$ cat src/verilog/fcore_pkg.sv
package fcore_pkg;

    // Host bus address and data word
    localparam int bus_width = 32;

    // Register file word and acquisition sample
    localparam int datapath_width = 20;

    // Register file addressing
    localparam int reg_addr_width = 6;
    localparam int reg_count = 64;

    // Control word sits at the base, data register k at base + 4 + 4*k
    localparam logic [bus_width-1:0] base_address = 32'h43c00000;

    // Recovery cycles after each host read
    localparam int pulse_stretch_length = 6;

    // Active channel count held in the control word
    localparam int channel_width = 8;

endpackage

$ cat src/verilog/register_file.sv
`timescale 1ns/1ps

module register_file (
    input  logic                                 clock,
    input  logic                                 reset,
    input  logic                                 write_valid,
    input  logic [fcore_pkg::reg_addr_width-1:0] write_addr,
    input  logic [fcore_pkg::datapath_width-1:0] write_data,
    input  logic [fcore_pkg::reg_addr_width-1:0] read_addr,
    output logic [fcore_pkg::datapath_width-1:0] read_data
);
    import fcore_pkg::*;

    logic [datapath_width-1:0] mem [reg_count];

    // Write port with every word cleared on reset
    always_ff @(posedge clock or negedge reset) begin
        if (!reset) begin
            for (int i = 0; i < reg_count; i++) begin
                mem[i] <= '0;
            end
        end else if (write_valid) begin
            mem[write_addr] <= write_data;
        end
    end

    // Synchronous read returning old data on a same-cycle write to the same word
    always_ff @(posedge clock or negedge reset) begin
        if (!reset) begin
            read_data <= '0;
        end else begin
            read_data <= mem[read_addr];
        end
    end

endmodule

$ cat src/verilog/sample_streamer.sv
`timescale 1ns/1ps

module sample_streamer (
    input  logic                                 clock,
    input  logic                                 reset,
    input  logic                                 sample_valid,
    input  logic [fcore_pkg::datapath_width-1:0] sample_data,
    input  logic [fcore_pkg::channel_width-1:0]  n_channels,
    output logic                                 stream_valid,
    output logic [fcore_pkg::reg_addr_width-1:0] stream_dest,
    output logic [fcore_pkg::datapath_width-1:0] stream_data
);
    import fcore_pkg::*;

    logic [channel_width-1:0]  n_channels_q;
    logic [channel_width-1:0]  effective_count;
    logic                      channel_changed;
    logic [reg_addr_width-1:0] channel_index;
    logic [reg_addr_width-1:0] base_index;
    logic [channel_width-1:0]  index_plus_one;
    logic [reg_addr_width-1:0] next_index;

    // Counts beyond the register file behave as a full rotation
    assign effective_count = (n_channels > channel_width'(reg_count))
                           ? channel_width'(reg_count) : n_channels;

    // A new channel count restarts the rotation at 0
    assign channel_changed = n_channels != n_channels_q;
    assign base_index = channel_changed ? '0 : channel_index;

    assign index_plus_one = channel_width'(base_index) + 1'b1;
    assign next_index = (index_plus_one >= effective_count)
                      ? '0 : index_plus_one[reg_addr_width-1:0];

    always_ff @(posedge clock or negedge reset) begin
        if (!reset) begin
            n_channels_q <= '0;
            channel_index <= '0;
            stream_valid <= 1'b0;
        end else begin
            n_channels_q <= n_channels;
            // No channels means the sample is dropped
            stream_valid <= sample_valid && (effective_count != '0);
            if (sample_valid && (effective_count != '0)) begin
                channel_index <= next_index;
            end else begin
                channel_index <= base_index;
            end
        end
    end

    always_ff @(posedge clock) begin
        if (sample_valid) begin
            stream_dest <= base_index;
            stream_data <= sample_data;
        end
    end

    // Destination bounded by the count it was tagged under, hence below reg_count
    dest_in_range: assert property (
        @(posedge clock) disable iff (!reset)
        stream_valid |-> (channel_width'(stream_dest) < $past(effective_count))
    ) else $error("stream_dest outside the active channels");

endmodule

$ cat src/verilog/dma_endpoint.sv
`timescale 1ns/1ps

module dma_endpoint (
    input  logic                                 clock,
    input  logic                                 reset,
    input  logic [fcore_pkg::bus_width-1:0]      sb_address,
    input  logic [fcore_pkg::bus_width-1:0]      sb_write_data,
    input  logic                                 sb_write_strobe,
    input  logic                                 sb_read_strobe,
    output logic                                 sb_ready,
    output logic [fcore_pkg::bus_width-1:0]      sb_read_data,
    output logic                                 sb_read_valid,
    input  logic                                 stream_valid,
    input  logic [fcore_pkg::reg_addr_width-1:0] stream_dest,
    input  logic [fcore_pkg::datapath_width-1:0] stream_data,
    output logic                                 reg_write_valid,
    output logic [fcore_pkg::reg_addr_width-1:0] reg_write_addr,
    output logic [fcore_pkg::datapath_width-1:0] reg_write_data,
    output logic [fcore_pkg::reg_addr_width-1:0] reg_read_addr,
    input  logic [fcore_pkg::datapath_width-1:0] reg_read_data,
    output logic [fcore_pkg::channel_width-1:0]  n_channels
);
    import fcore_pkg::*;

    enum logic [2:0] {
        st_idle,
        st_host_write,
        st_read_addr,
        st_read_capture,
        st_pulse_stretch
    } state;

    logic [bus_width-1:0]                    strobe_offset;
    logic [bus_width-1:0]                    strobe_index_offset;
    logic [bus_width-1:0]                    latched_offset;
    logic [bus_width-1:0]                    latched_index_offset;
    logic [datapath_width-1:0]               latched_data;
    logic                                    latched_is_control;
    logic [reg_addr_width-1:0]               latched_index;
    logic [$clog2(pulse_stretch_length)-1:0] stretch_count;
    logic                                    accept_write;
    logic                                    accept_read;
    logic                                    host_write_go;

    // Offset from the control word, and from data register 0
    assign strobe_offset = sb_address - base_address;
    assign strobe_index_offset = strobe_offset - bus_width'(4);
    assign latched_index_offset = latched_offset - bus_width'(4);

    // Anything below the first data register is the control word
    assign latched_is_control = latched_offset < bus_width'(4);
    assign latched_index = latched_index_offset[reg_addr_width+1:2];

    assign accept_write = (state == st_idle) && sb_ready && sb_write_strobe;
    assign accept_read = (state == st_idle) && sb_ready && sb_read_strobe;

    // Stream writes own the port, the host write waits for a free cycle
    assign host_write_go = (state == st_host_write) && !stream_valid;

    // Address and data captured on either strobe
    always_ff @(posedge clock) begin
        if (accept_write || accept_read) begin
            latched_offset <= strobe_offset;
            latched_data <= sb_write_data[datapath_width-1:0];
        end
        // Read address goes out straight from the strobe to save a cycle
        if (accept_read) begin
            reg_read_addr <= strobe_index_offset[reg_addr_width+1:2];
        end
    end

    always_ff @(posedge clock or negedge reset) begin
        if (!reset) begin
            state <= st_idle;
            sb_ready <= 1'b1;
            sb_read_valid <= 1'b0;
            sb_read_data <= '0;
            n_channels <= '0;
            stretch_count <= '0;
        end else begin
            sb_read_valid <= 1'b0;
            sb_read_data <= '0;
            case (state)
                st_idle: begin
                    if (accept_write) begin
                        sb_ready <= 1'b0;
                        state <= st_host_write;
                    end else if (accept_read) begin
                        sb_ready <= 1'b0;
                        state <= st_read_addr;
                    end else begin
                        sb_ready <= 1'b1;
                    end
                end

                st_host_write: begin
                    // Ready comes back from idle, one cycle after the write
                    if (host_write_go) begin
                        if (latched_is_control) begin
                            n_channels <= latched_data[channel_width-1:0];
                        end
                        state <= st_idle;
                    end
                end

                st_read_addr: begin
                    // Register file is sampling the read address
                    state <= st_read_capture;
                end

                st_read_capture: begin
                    sb_read_valid <= 1'b1;
                    if (latched_is_control) begin
                        sb_read_data <= bus_width'(n_channels);
                    end else begin
                        sb_read_data <= bus_width'(reg_read_data);
                    end
                    stretch_count <= '0;
                    state <= st_pulse_stretch;
                end

                st_pulse_stretch: begin
                    if (int'(stretch_count) == pulse_stretch_length - 1) begin
                        sb_ready <= 1'b1;
                        state <= st_idle;
                    end else begin
                        stretch_count <= stretch_count + 1'b1;
                    end
                end

                default: begin
                    state <= st_idle;
                end
            endcase
        end
    end

    // Register write port
    always_ff @(posedge clock or negedge reset) begin
        if (!reset) begin
            reg_write_valid <= 1'b0;
        end else begin
            reg_write_valid <= stream_valid || (host_write_go && !latched_is_control);
        end
    end

    always_ff @(posedge clock) begin
        if (stream_valid) begin
            reg_write_addr <= stream_dest;
            reg_write_data <= stream_data;
        end else if (host_write_go) begin
            reg_write_addr <= latched_index;
            reg_write_data <= latched_data;
        end
    end

    // Host must wait for ready before striking
    strobe_needs_ready: assert property (
        @(posedge clock) disable iff (!reset)
        (sb_write_strobe || sb_read_strobe) |-> sb_ready
    ) else $error("host strobe while sb_ready is low");

    single_strobe: assert property (
        @(posedge clock) disable iff (!reset)
        !(sb_write_strobe && sb_read_strobe)
    ) else $error("write and read strobe together");

    read_valid_pulse: assert property (
        @(posedge clock) disable iff (!reset)
        sb_read_valid |=> !sb_read_valid
    ) else $error("sb_read_valid high for two cycles");

endmodule

$ cat src/verilog/fcore_dma_top.sv
`timescale 1ns/1ps

module fcore_dma_top (
    input  logic                                 clock,
    input  logic                                 reset,
    input  logic [fcore_pkg::bus_width-1:0]      sb_address,
    input  logic [fcore_pkg::bus_width-1:0]      sb_write_data,
    input  logic                                 sb_write_strobe,
    input  logic                                 sb_read_strobe,
    output logic                                 sb_ready,
    output logic [fcore_pkg::bus_width-1:0]      sb_read_data,
    output logic                                 sb_read_valid,
    input  logic                                 sample_valid,
    input  logic [fcore_pkg::datapath_width-1:0] sample_data
);
    import fcore_pkg::*;

    logic [channel_width-1:0]  n_channels;
    logic                      stream_valid;
    logic [reg_addr_width-1:0] stream_dest;
    logic [datapath_width-1:0] stream_data;
    logic                      reg_write_valid;
    logic [reg_addr_width-1:0] reg_write_addr;
    logic [datapath_width-1:0] reg_write_data;
    logic [reg_addr_width-1:0] reg_read_addr;
    logic [datapath_width-1:0] reg_read_data;

    sample_streamer u_sample_streamer (
        .clock        (clock),
        .reset        (reset),
        .sample_valid (sample_valid),
        .sample_data  (sample_data),
        .n_channels   (n_channels),
        .stream_valid (stream_valid),
        .stream_dest  (stream_dest),
        .stream_data  (stream_data)
    );

    dma_endpoint u_dma_endpoint (
        .clock           (clock),
        .reset           (reset),
        .sb_address      (sb_address),
        .sb_write_data   (sb_write_data),
        .sb_write_strobe (sb_write_strobe),
        .sb_read_strobe  (sb_read_strobe),
        .sb_ready        (sb_ready),
        .sb_read_data    (sb_read_data),
        .sb_read_valid   (sb_read_valid),
        .stream_valid    (stream_valid),
        .stream_dest     (stream_dest),
        .stream_data     (stream_data),
        .reg_write_valid (reg_write_valid),
        .reg_write_addr  (reg_write_addr),
        .reg_write_data  (reg_write_data),
        .reg_read_addr   (reg_read_addr),
        .reg_read_data   (reg_read_data),
        .n_channels      (n_channels)
    );

    register_file u_register_file (
        .clock       (clock),
        .reset       (reset),
        .write_valid (reg_write_valid),
        .write_addr  (reg_write_addr),
        .write_data  (reg_write_data),
        .read_addr   (reg_read_addr),
        .read_data   (reg_read_data)
    );

endmodule

$ cat config.mk
export PLATFORM = sky130hd
export DESIGN_NAME = fcore_dma_top
export DESIGN_NICKNAME = d
export VERILOG_FILES = /design/src/verilog/fcore_pkg.sv /design/src/verilog/register_file.sv /design/src/verilog/sample_streamer.sv /design/src/verilog/dma_endpoint.sv /design/src/verilog/fcore_dma_top.sv
export SDC_FILE = /design/constraint.sdc
export NUM_CORES = 2
export LEC_CHECK = 0
export BUFFER_PORTS_ARGS = -buffer_cell sky130_fd_sc_hd__buf_4
export CORE_MARGIN = 4
export CORE_UTILIZATION = 60
export CTS_CLUSTER_DIAMETER = 150
export DETAILED_ROUTE_END_ITERATION = 8
export PLACE_DENSITY_LB_ADDON = 0.1
export SYNTH_ARGS = -nofsm -noshare
export SYNTH_HDL_FRONTEND = slang
export SYNTH_SLANG_ARGS = --single-unit
$ cat constraint.sdc
create_clock -name clock -period 3.8 [get_ports clock]
set_input_delay 0.57 -clock clock [delete_from_list [all_inputs] [get_ports clock]]
set_output_delay 0.57 -clock clock [all_outputs]
set_load 0.05 [all_outputs]
Word level (Yosys, flattened, before mapping)
Cells that the tools add are included.

Add/sub/neg operators: 5. Multipliers: 0. Div/mod/pow operators: 0. Magnitude comparators: 6. Equality and inequality tests: 10. Shift operators: 0. Muxes and demuxes: 28. Bitwise gates (word level): 2. Reduce and logical (&&, ||, !) cells: 20.

Operators with widths (number): bitwise mux 1280 bit (1); binary-select mux 20 bit (select 6 bit) (1); demux 20 bit (select 6 bit) (1); two-way mux 20 bit (6); less-than comparator 32 x 3 -> 1 bit, second input constant (1); two-way mux 32 bit (1); subtractor 32 x 31 -> 32 bit, second input constant (1); two-way mux 6 bit (5); subtractor 8 x 3 -> 8 bit, second input constant (2); two-way mux 3 bit (5); one-hot mux 3 bit (5 select lines) (1); greater-or-equal comparator 7 bit, second input constant (2); NOT 6 -> 7 bit (2); greater-or-equal comparator 8 bit (1); greater-than comparator 8 x 7 -> 1 bit, second input constant (1); two-way mux 8 bit (1); inequality test 8 bit (1); nonzero test 8 bit (1); adder 6 x 1 -> 7 bit, second input constant (1); logical AND 1 bit (7); less-than comparator 7 x 1 -> 1 bit, second input constant (1); equality test 3 x 2 -> 1 bit, second input constant (2); equality test 3 bit, second input constant (2); one-hot mux 3 bit (2 select lines) (1); other kinds (13) (23).

Register bits after elaboration: 1474. Latch bits: 0. Memory bits (writable): 0. Memory bits (read-only): 0. Bits of input ports: 89. Output and inout bits: 34. Word-level logic and storage cells: 153. Memories kept: 0.

Logic depth before layout (Yosys ltp)
Depth after elaboration: 6. Gate-level depth with buffers: 14. Gate-level depth less buffers: 14.

Hierarchy
A second synthesis with hierarchy kept.

Cells, all modules: 4137. Area total of the unflattened synthesis: 64904.7 µm².

By module, submodules not included: register_file (times used 1, cells an instance 3699, area each 58431.0 µm², seq. area each 32531.2 µm²); dma_endpoint (times used 1, cells an instance 315, area each 4745.8 µm², seq. area each 3389.5 µm²); sample_streamer (times used 1, cells an instance 123, area each 1727.9 µm², seq. area each 1156.1 µm²).

Worst setup path before layout
Ideal clock, no wire load.

Kind: reg2reg. From: reg u_dma_endpoint.n_channels[4] in the netlist's numbering. To: reg u_sample_streamer.channel_index[3]. Data arrival time: 3.183 ns. Required time: 3.718 ns. Slack: 0.535 ns. Cell stages (with the launch flop): 14. Buffers on the path: 0. Period minus slack after synthesis: 3.265 ns. Cells stage by stage: dfrtp_1 > xnor2_1 > nand4_1 > nor2_1 > and2_1 > ha_1 > nand3_1 > xnor2_1 > nor2_1 > ha_1 > and4_1 > a221oi_1 > nand4_1 > a31oi_1.

Longest elaborated chain between the ends: 6.

RTL lines: start: declaration (line dma_endpoint.sv:21) `output logic [fcore_pkg::channel_width-1:0] n_channels`; start signal: assignment (line dma_endpoint.sv:100) `n_channels <= latched_data[channel_width-1:0];`; inequality test 8 bit (*) (line sample_streamer.sv:28) `assign channel_changed = n_channels != n_channels_q;`; two-way mux 6 bit (*) (line sample_streamer.sv:29) `assign base_index = channel_changed ? '0 : channel_index;`; net u_sample_streamer.base_index[0] (line sample_streamer.sv:19) `logic [reg_addr_width-1:0] base_index;`; adder 6 x 1 -> 7 bit (*) (line sample_streamer.sv:31) `assign index_plus_one = channel_width'(base_index) + 1'b1;`; greater-or-equal comparator 8 bit (line sample_streamer.sv:32) `assign next_index = (index_plus_one >= effective_count)`; two-way mux 6 bit (*) (line sample_streamer.sv:33) `? '0 : index_plus_one[reg_addr_width-1:0];`; two-way mux 6 bit (*) (line sample_streamer.sv:44) `if (sample_valid && (effective_count != '0)) begin`; end signal: assignment (line sample_streamer.sv:45) `channel_index <= next_index;`; end signal: assignment (line sample_streamer.sv:47) `channel_index <= base_index;`; end: declaration (line sample_streamer.sv:18) `logic [reg_addr_width-1:0] channel_index;`.

The timed path passes the listed nets; every way through them passes the cells marked *. A chain may end at the register's enable or synchronous reset.

Worst setup path after layout
From: reg u_dma_endpoint.n_channels[6] in the netlist's numbering. To: reg u_sample_streamer.channel_index[5].

Same word-level chain as after synthesis.

==> results by group <==
Status
  – Status: finished, final reports clean

Synthesis
  – Post-synthesis cell type count: 55
  – Ys async rst share: 0.926
  – Flops & latches, synth: 1460
  – Cell Area, Synth: 64700 µm²
  – Top-area cell type share of the netlist area: 0.522
  – Top post-synthesis cells by count: dfrtp_1 (1351), mux2_2 (1308), mux4_2 (341)
  – Yosys warns: 0
  – Syn avg cell area: 15.9 µm²
  – Synth Flop Type: dfrtp_1
  – Top-count cell post-synth: dfrtp_1
  – Post-synthesis sequential area ratio: 0.573
  – Post-synth top area cell: dfrtp_1
  – Largest cells by area after synthesis: dfrtp_1 (52%), mux2_2 (23%), mux4_2 (12%), edfxtp_1 (5.0%), clkbuf_1 (1.5%)
  – Cells after synthesis: 4073
  – Post-synth EDFFs: 108

Worst setup path
  – Reg-to-Reg Start: u_dma_endpoint.n_channels[6]
  – Critical R2R Capture: u_sample_streamer.channel_index[5]
  – Worst Reg-to-Reg Cells: 14
  – Worst setup SP type: flop
  – CP endpoint kind: flop
  – Worst-path fanout max: 10
  – Critical Setup Path Class: flop to flop
  – Reg-to-reg setup timing slack: 0.41 ns
  – Worst Path Arrival: 4.07 ns
  – Critical Path RT: 4.47 ns

Clocking
  – CTS Buf Count: 150
  – Sink Count: 1460
  – Post-CTS Setup Repair Bufs: 0
  – Max H-tree Level: 4
  – Clk root buf: clkbuf_16
  – Clock buffer depth: 3
  – CTS clk-pin slew, worst paths: 0.06 ns
  – Clk Latency, worst-skew pair: 0.77 ns
  – CTS tree: yes

Global routing
  – Met1 Use GR: 0.421
  – GRT Total Usage: 0.291
  – Vias in the first global route: 38266
  – GR Layer Usage met2: 0.461
  – Largest net degree at the start of global routing: 132
  – Gr ovfl total: 0
  – M3 GR Usage: 0.0554
  – Global-route wire length before repair: 244 mm
  – Initial antenna violation count: 2
  – GR peak layer: met2

Power and ir drop
  – Pleak: 34.3 nW
  – VDD IR max: 0.554 mV
  – Power density over the cells: 753 nW/µm²

Floorplan
  – Row cnt: 120
  – Die footprint: 113000 µm²
  – Core box area: 107000 µm²
  – IO Pins: 123
  – Die height: 336 µm
  – Die span in x: 336 µm
  – Initial Utilization: 0.604

STA
  – Final setup margin: 0.405 ns
  – Worst rel slew slack: 0.329
  – Final setup TNS: 0 ns
  – Slew Limit Fails: 0
  – Final Hold Vio Count: 0
  – Max Clock Freq: 295 MHz
  – Worst Max-Slew Pin Slew: 1.01 ns
  – RSZ-0062 raised after global routing: no
  – Fin crit share: 0.893
  – Final setup fails: 0
  – Worst Clk Skew: 0.0201 ns
  – Final min period: 3.39 ns

Finish
  – Share of layout cells above drive strength 1: 0.515
  – Area Overhead vs Synth: 12.7%
  – Layout Cells excl Fill: 5698
  – Nets@finish: 4270

Placed design
  – Placed instance count: 5358
  – DPL Wire Length: 94.1 mm
  – Pre-CTS WS: 0.470 ns
  – GP Congestion: 0.812
  – Port-buffer cells: 96

Worst hold path
  – Hold Path End: u_dma_endpoint.latched_offset[22]
  – Tightest Hold Check Type: input port to flop
  – Worst Min Path Start: sb_address[22]
  – Hold path depth: 2

Drt
  – Vias/cell: 6.41
  – Residual DRC: 0
  – Remaining antenna violation count: 0
  – Initial DRT Pass Iterations: 7
  – Routed len/inst: 28.0 µm
  – Final WL: 160 mm
  – 1st-iter DRT viols: 2637
  – DR vias: 36522

Job
  – Max cap viols: 0
==> cells by family after synthesis <==
logic type,share of synthesized area
XOR/XNOR,0.00379
other,0.0000580
AND/OR/NAND/NOR,0.0225
adder cells (fa/ha/maj),0.00251
multiplexers,0.349
flip-flops,0.573
AO/OA/AOI/OAI,0.0203
buffers and inverters,0.0288
==> worst max-delay path by stage <==
stage                                            start                            endpoint  slack [ns]
final                     u_dma_endpoint.n_channels[6]  u_sample_streamer.channel_index[5]        0.41
after global placement    u_dma_endpoint.n_channels[6]  u_sample_streamer.channel_index[5]        0.48
after global routing      u_dma_endpoint.n_channels[2]  u_sample_streamer.channel_index[3]        0.14
after CTS                 u_dma_endpoint.n_channels[6]  u_sample_streamer.channel_index[5]        0.40
after detailed placement  u_dma_endpoint.n_channels[6]  u_sample_streamer.channel_index[5]        0.47
after floorplan           u_dma_endpoint.n_channels[4]  u_sample_streamer.channel_index[3]        0.54
==> layout by cell type, fill, tap and decap left out, types with 12 or more instances in the layout <==
cell,n
a21oi_1,25
a221oi_1,20
a22o_1,12
a22oi_1,18
and2_1,18
buf_12,33
buf_4,240
bufinv_16,13
clkbuf_1,43
clkbuf_16,156
clkbuf_8,20
clkinv_2,32
conb_1,12
dfrtp_1,1351
dlygate4sd3_1,61
edfxtp_1,108
ha_1,13
inv_1,19
mux2_2,1308
mux2i_1,17
mux4_2,341
nand2_1,71
nand3_1,15
nor2_1,61
nor2_2,31
nor2b_1,15
nor3_1,20
o21ai_0,17
o22ai_1,43
or3_1,13
xnor2_1,17
==> worst max-delay path, cell delays in order, from the launching register on <==
cell	delay, ns
dfrtp_1	0.43
xnor2_1	0.21
nand4_1	0.11
nor2_1	0.35
and2_1	0.29
ha_1	0.26
nand3_1	0.20
xnor2_1	0.20
nor2_1	0.06
ha_1	0.28
and4_1	0.17
a221oi_1	0.26
buf_4	0.21
nand4_1	0.10
a31oi_1	0.18
==> through the flow <==
step	hold WS [ns]	total power, W	utilization	cell area [µm²]
after floorplan	0.274	0.0352	-	64700
after global placement	0.438	0.0394	0.629	67300
after detailed placement	0.440	0.0401	0.629	67300
after CTS	0.0534	0.0552	0.681	72900
after global routing	0.0844	0.0576	0.681	72900
final	0.0985	0.0549	0.681	72900
==> area by class of cell <==
class                           instances  area, µm²
Clock buffer                          219       4340
Antenna cell                            5       12.5
Clock inverter                         55        666
Fill cell                            7289      34100
Multi-Input combinational cell       2202      25900
Tap cell                             1403       1760
Inverter                               19       71.3
Sequential cell                      1460      37100
Timing Repair Buffer                  335       3100
==> metal layers <==
| layer | vias up | part of all wire |
|---|---|---|
| met5 | - | 0 |
| met4 | 0 | 0.025 |
| met3 | 233 | 0.058 |
| met2 | 985 | 0.48 |
| met1 | 19984 | 0.44 |
| li1 | 15320 | - |
==> power by group <==
part / total, W / internal [W] / switching [W]
combinational: 0.0148 / 0.00816 / 0.00661
clock: 0.0150 / 0.00883 / 0.00614
sequential: 0.0252 / 0.0220 / 0.00320
==> sequential cells by signal, summed over array words and instances (netlist names) <==
name and count:
u_dma_endpoint.sb_read_data 20, u_dma_endpoint.state 3, u_dma_endpoint.n_channels 8, u_dma_endpoint.reg_write_data 20
u_sample_streamer.channel_index 6, u_dma_endpoint.sb_ready 1, u_sample_streamer.stream_data 20, u_dma_endpoint.latched_offset 30
u_dma_endpoint.latched_data 20, u_dma_endpoint.stretch_count 3, u_dma_endpoint.reg_write_addr 6, u_sample_streamer.stream_valid 1
u_register_file.read_data 20, u_sample_streamer.stream_dest 6, u_dma_endpoint.sb_read_valid 1, u_dma_endpoint.reg_read_addr 6
u_register_file.mem 1280, u_dma_endpoint.reg_write_valid 1, u_sample_streamer.n_channels_q 8
==> repair_timing <==
action / in CTS / in global routing
endpoints found under the hold margin: 161 / 0
gates resized for setup: 0 / 0
hold buffers: 61 / 0
Power figures use the tool's default switching activity.
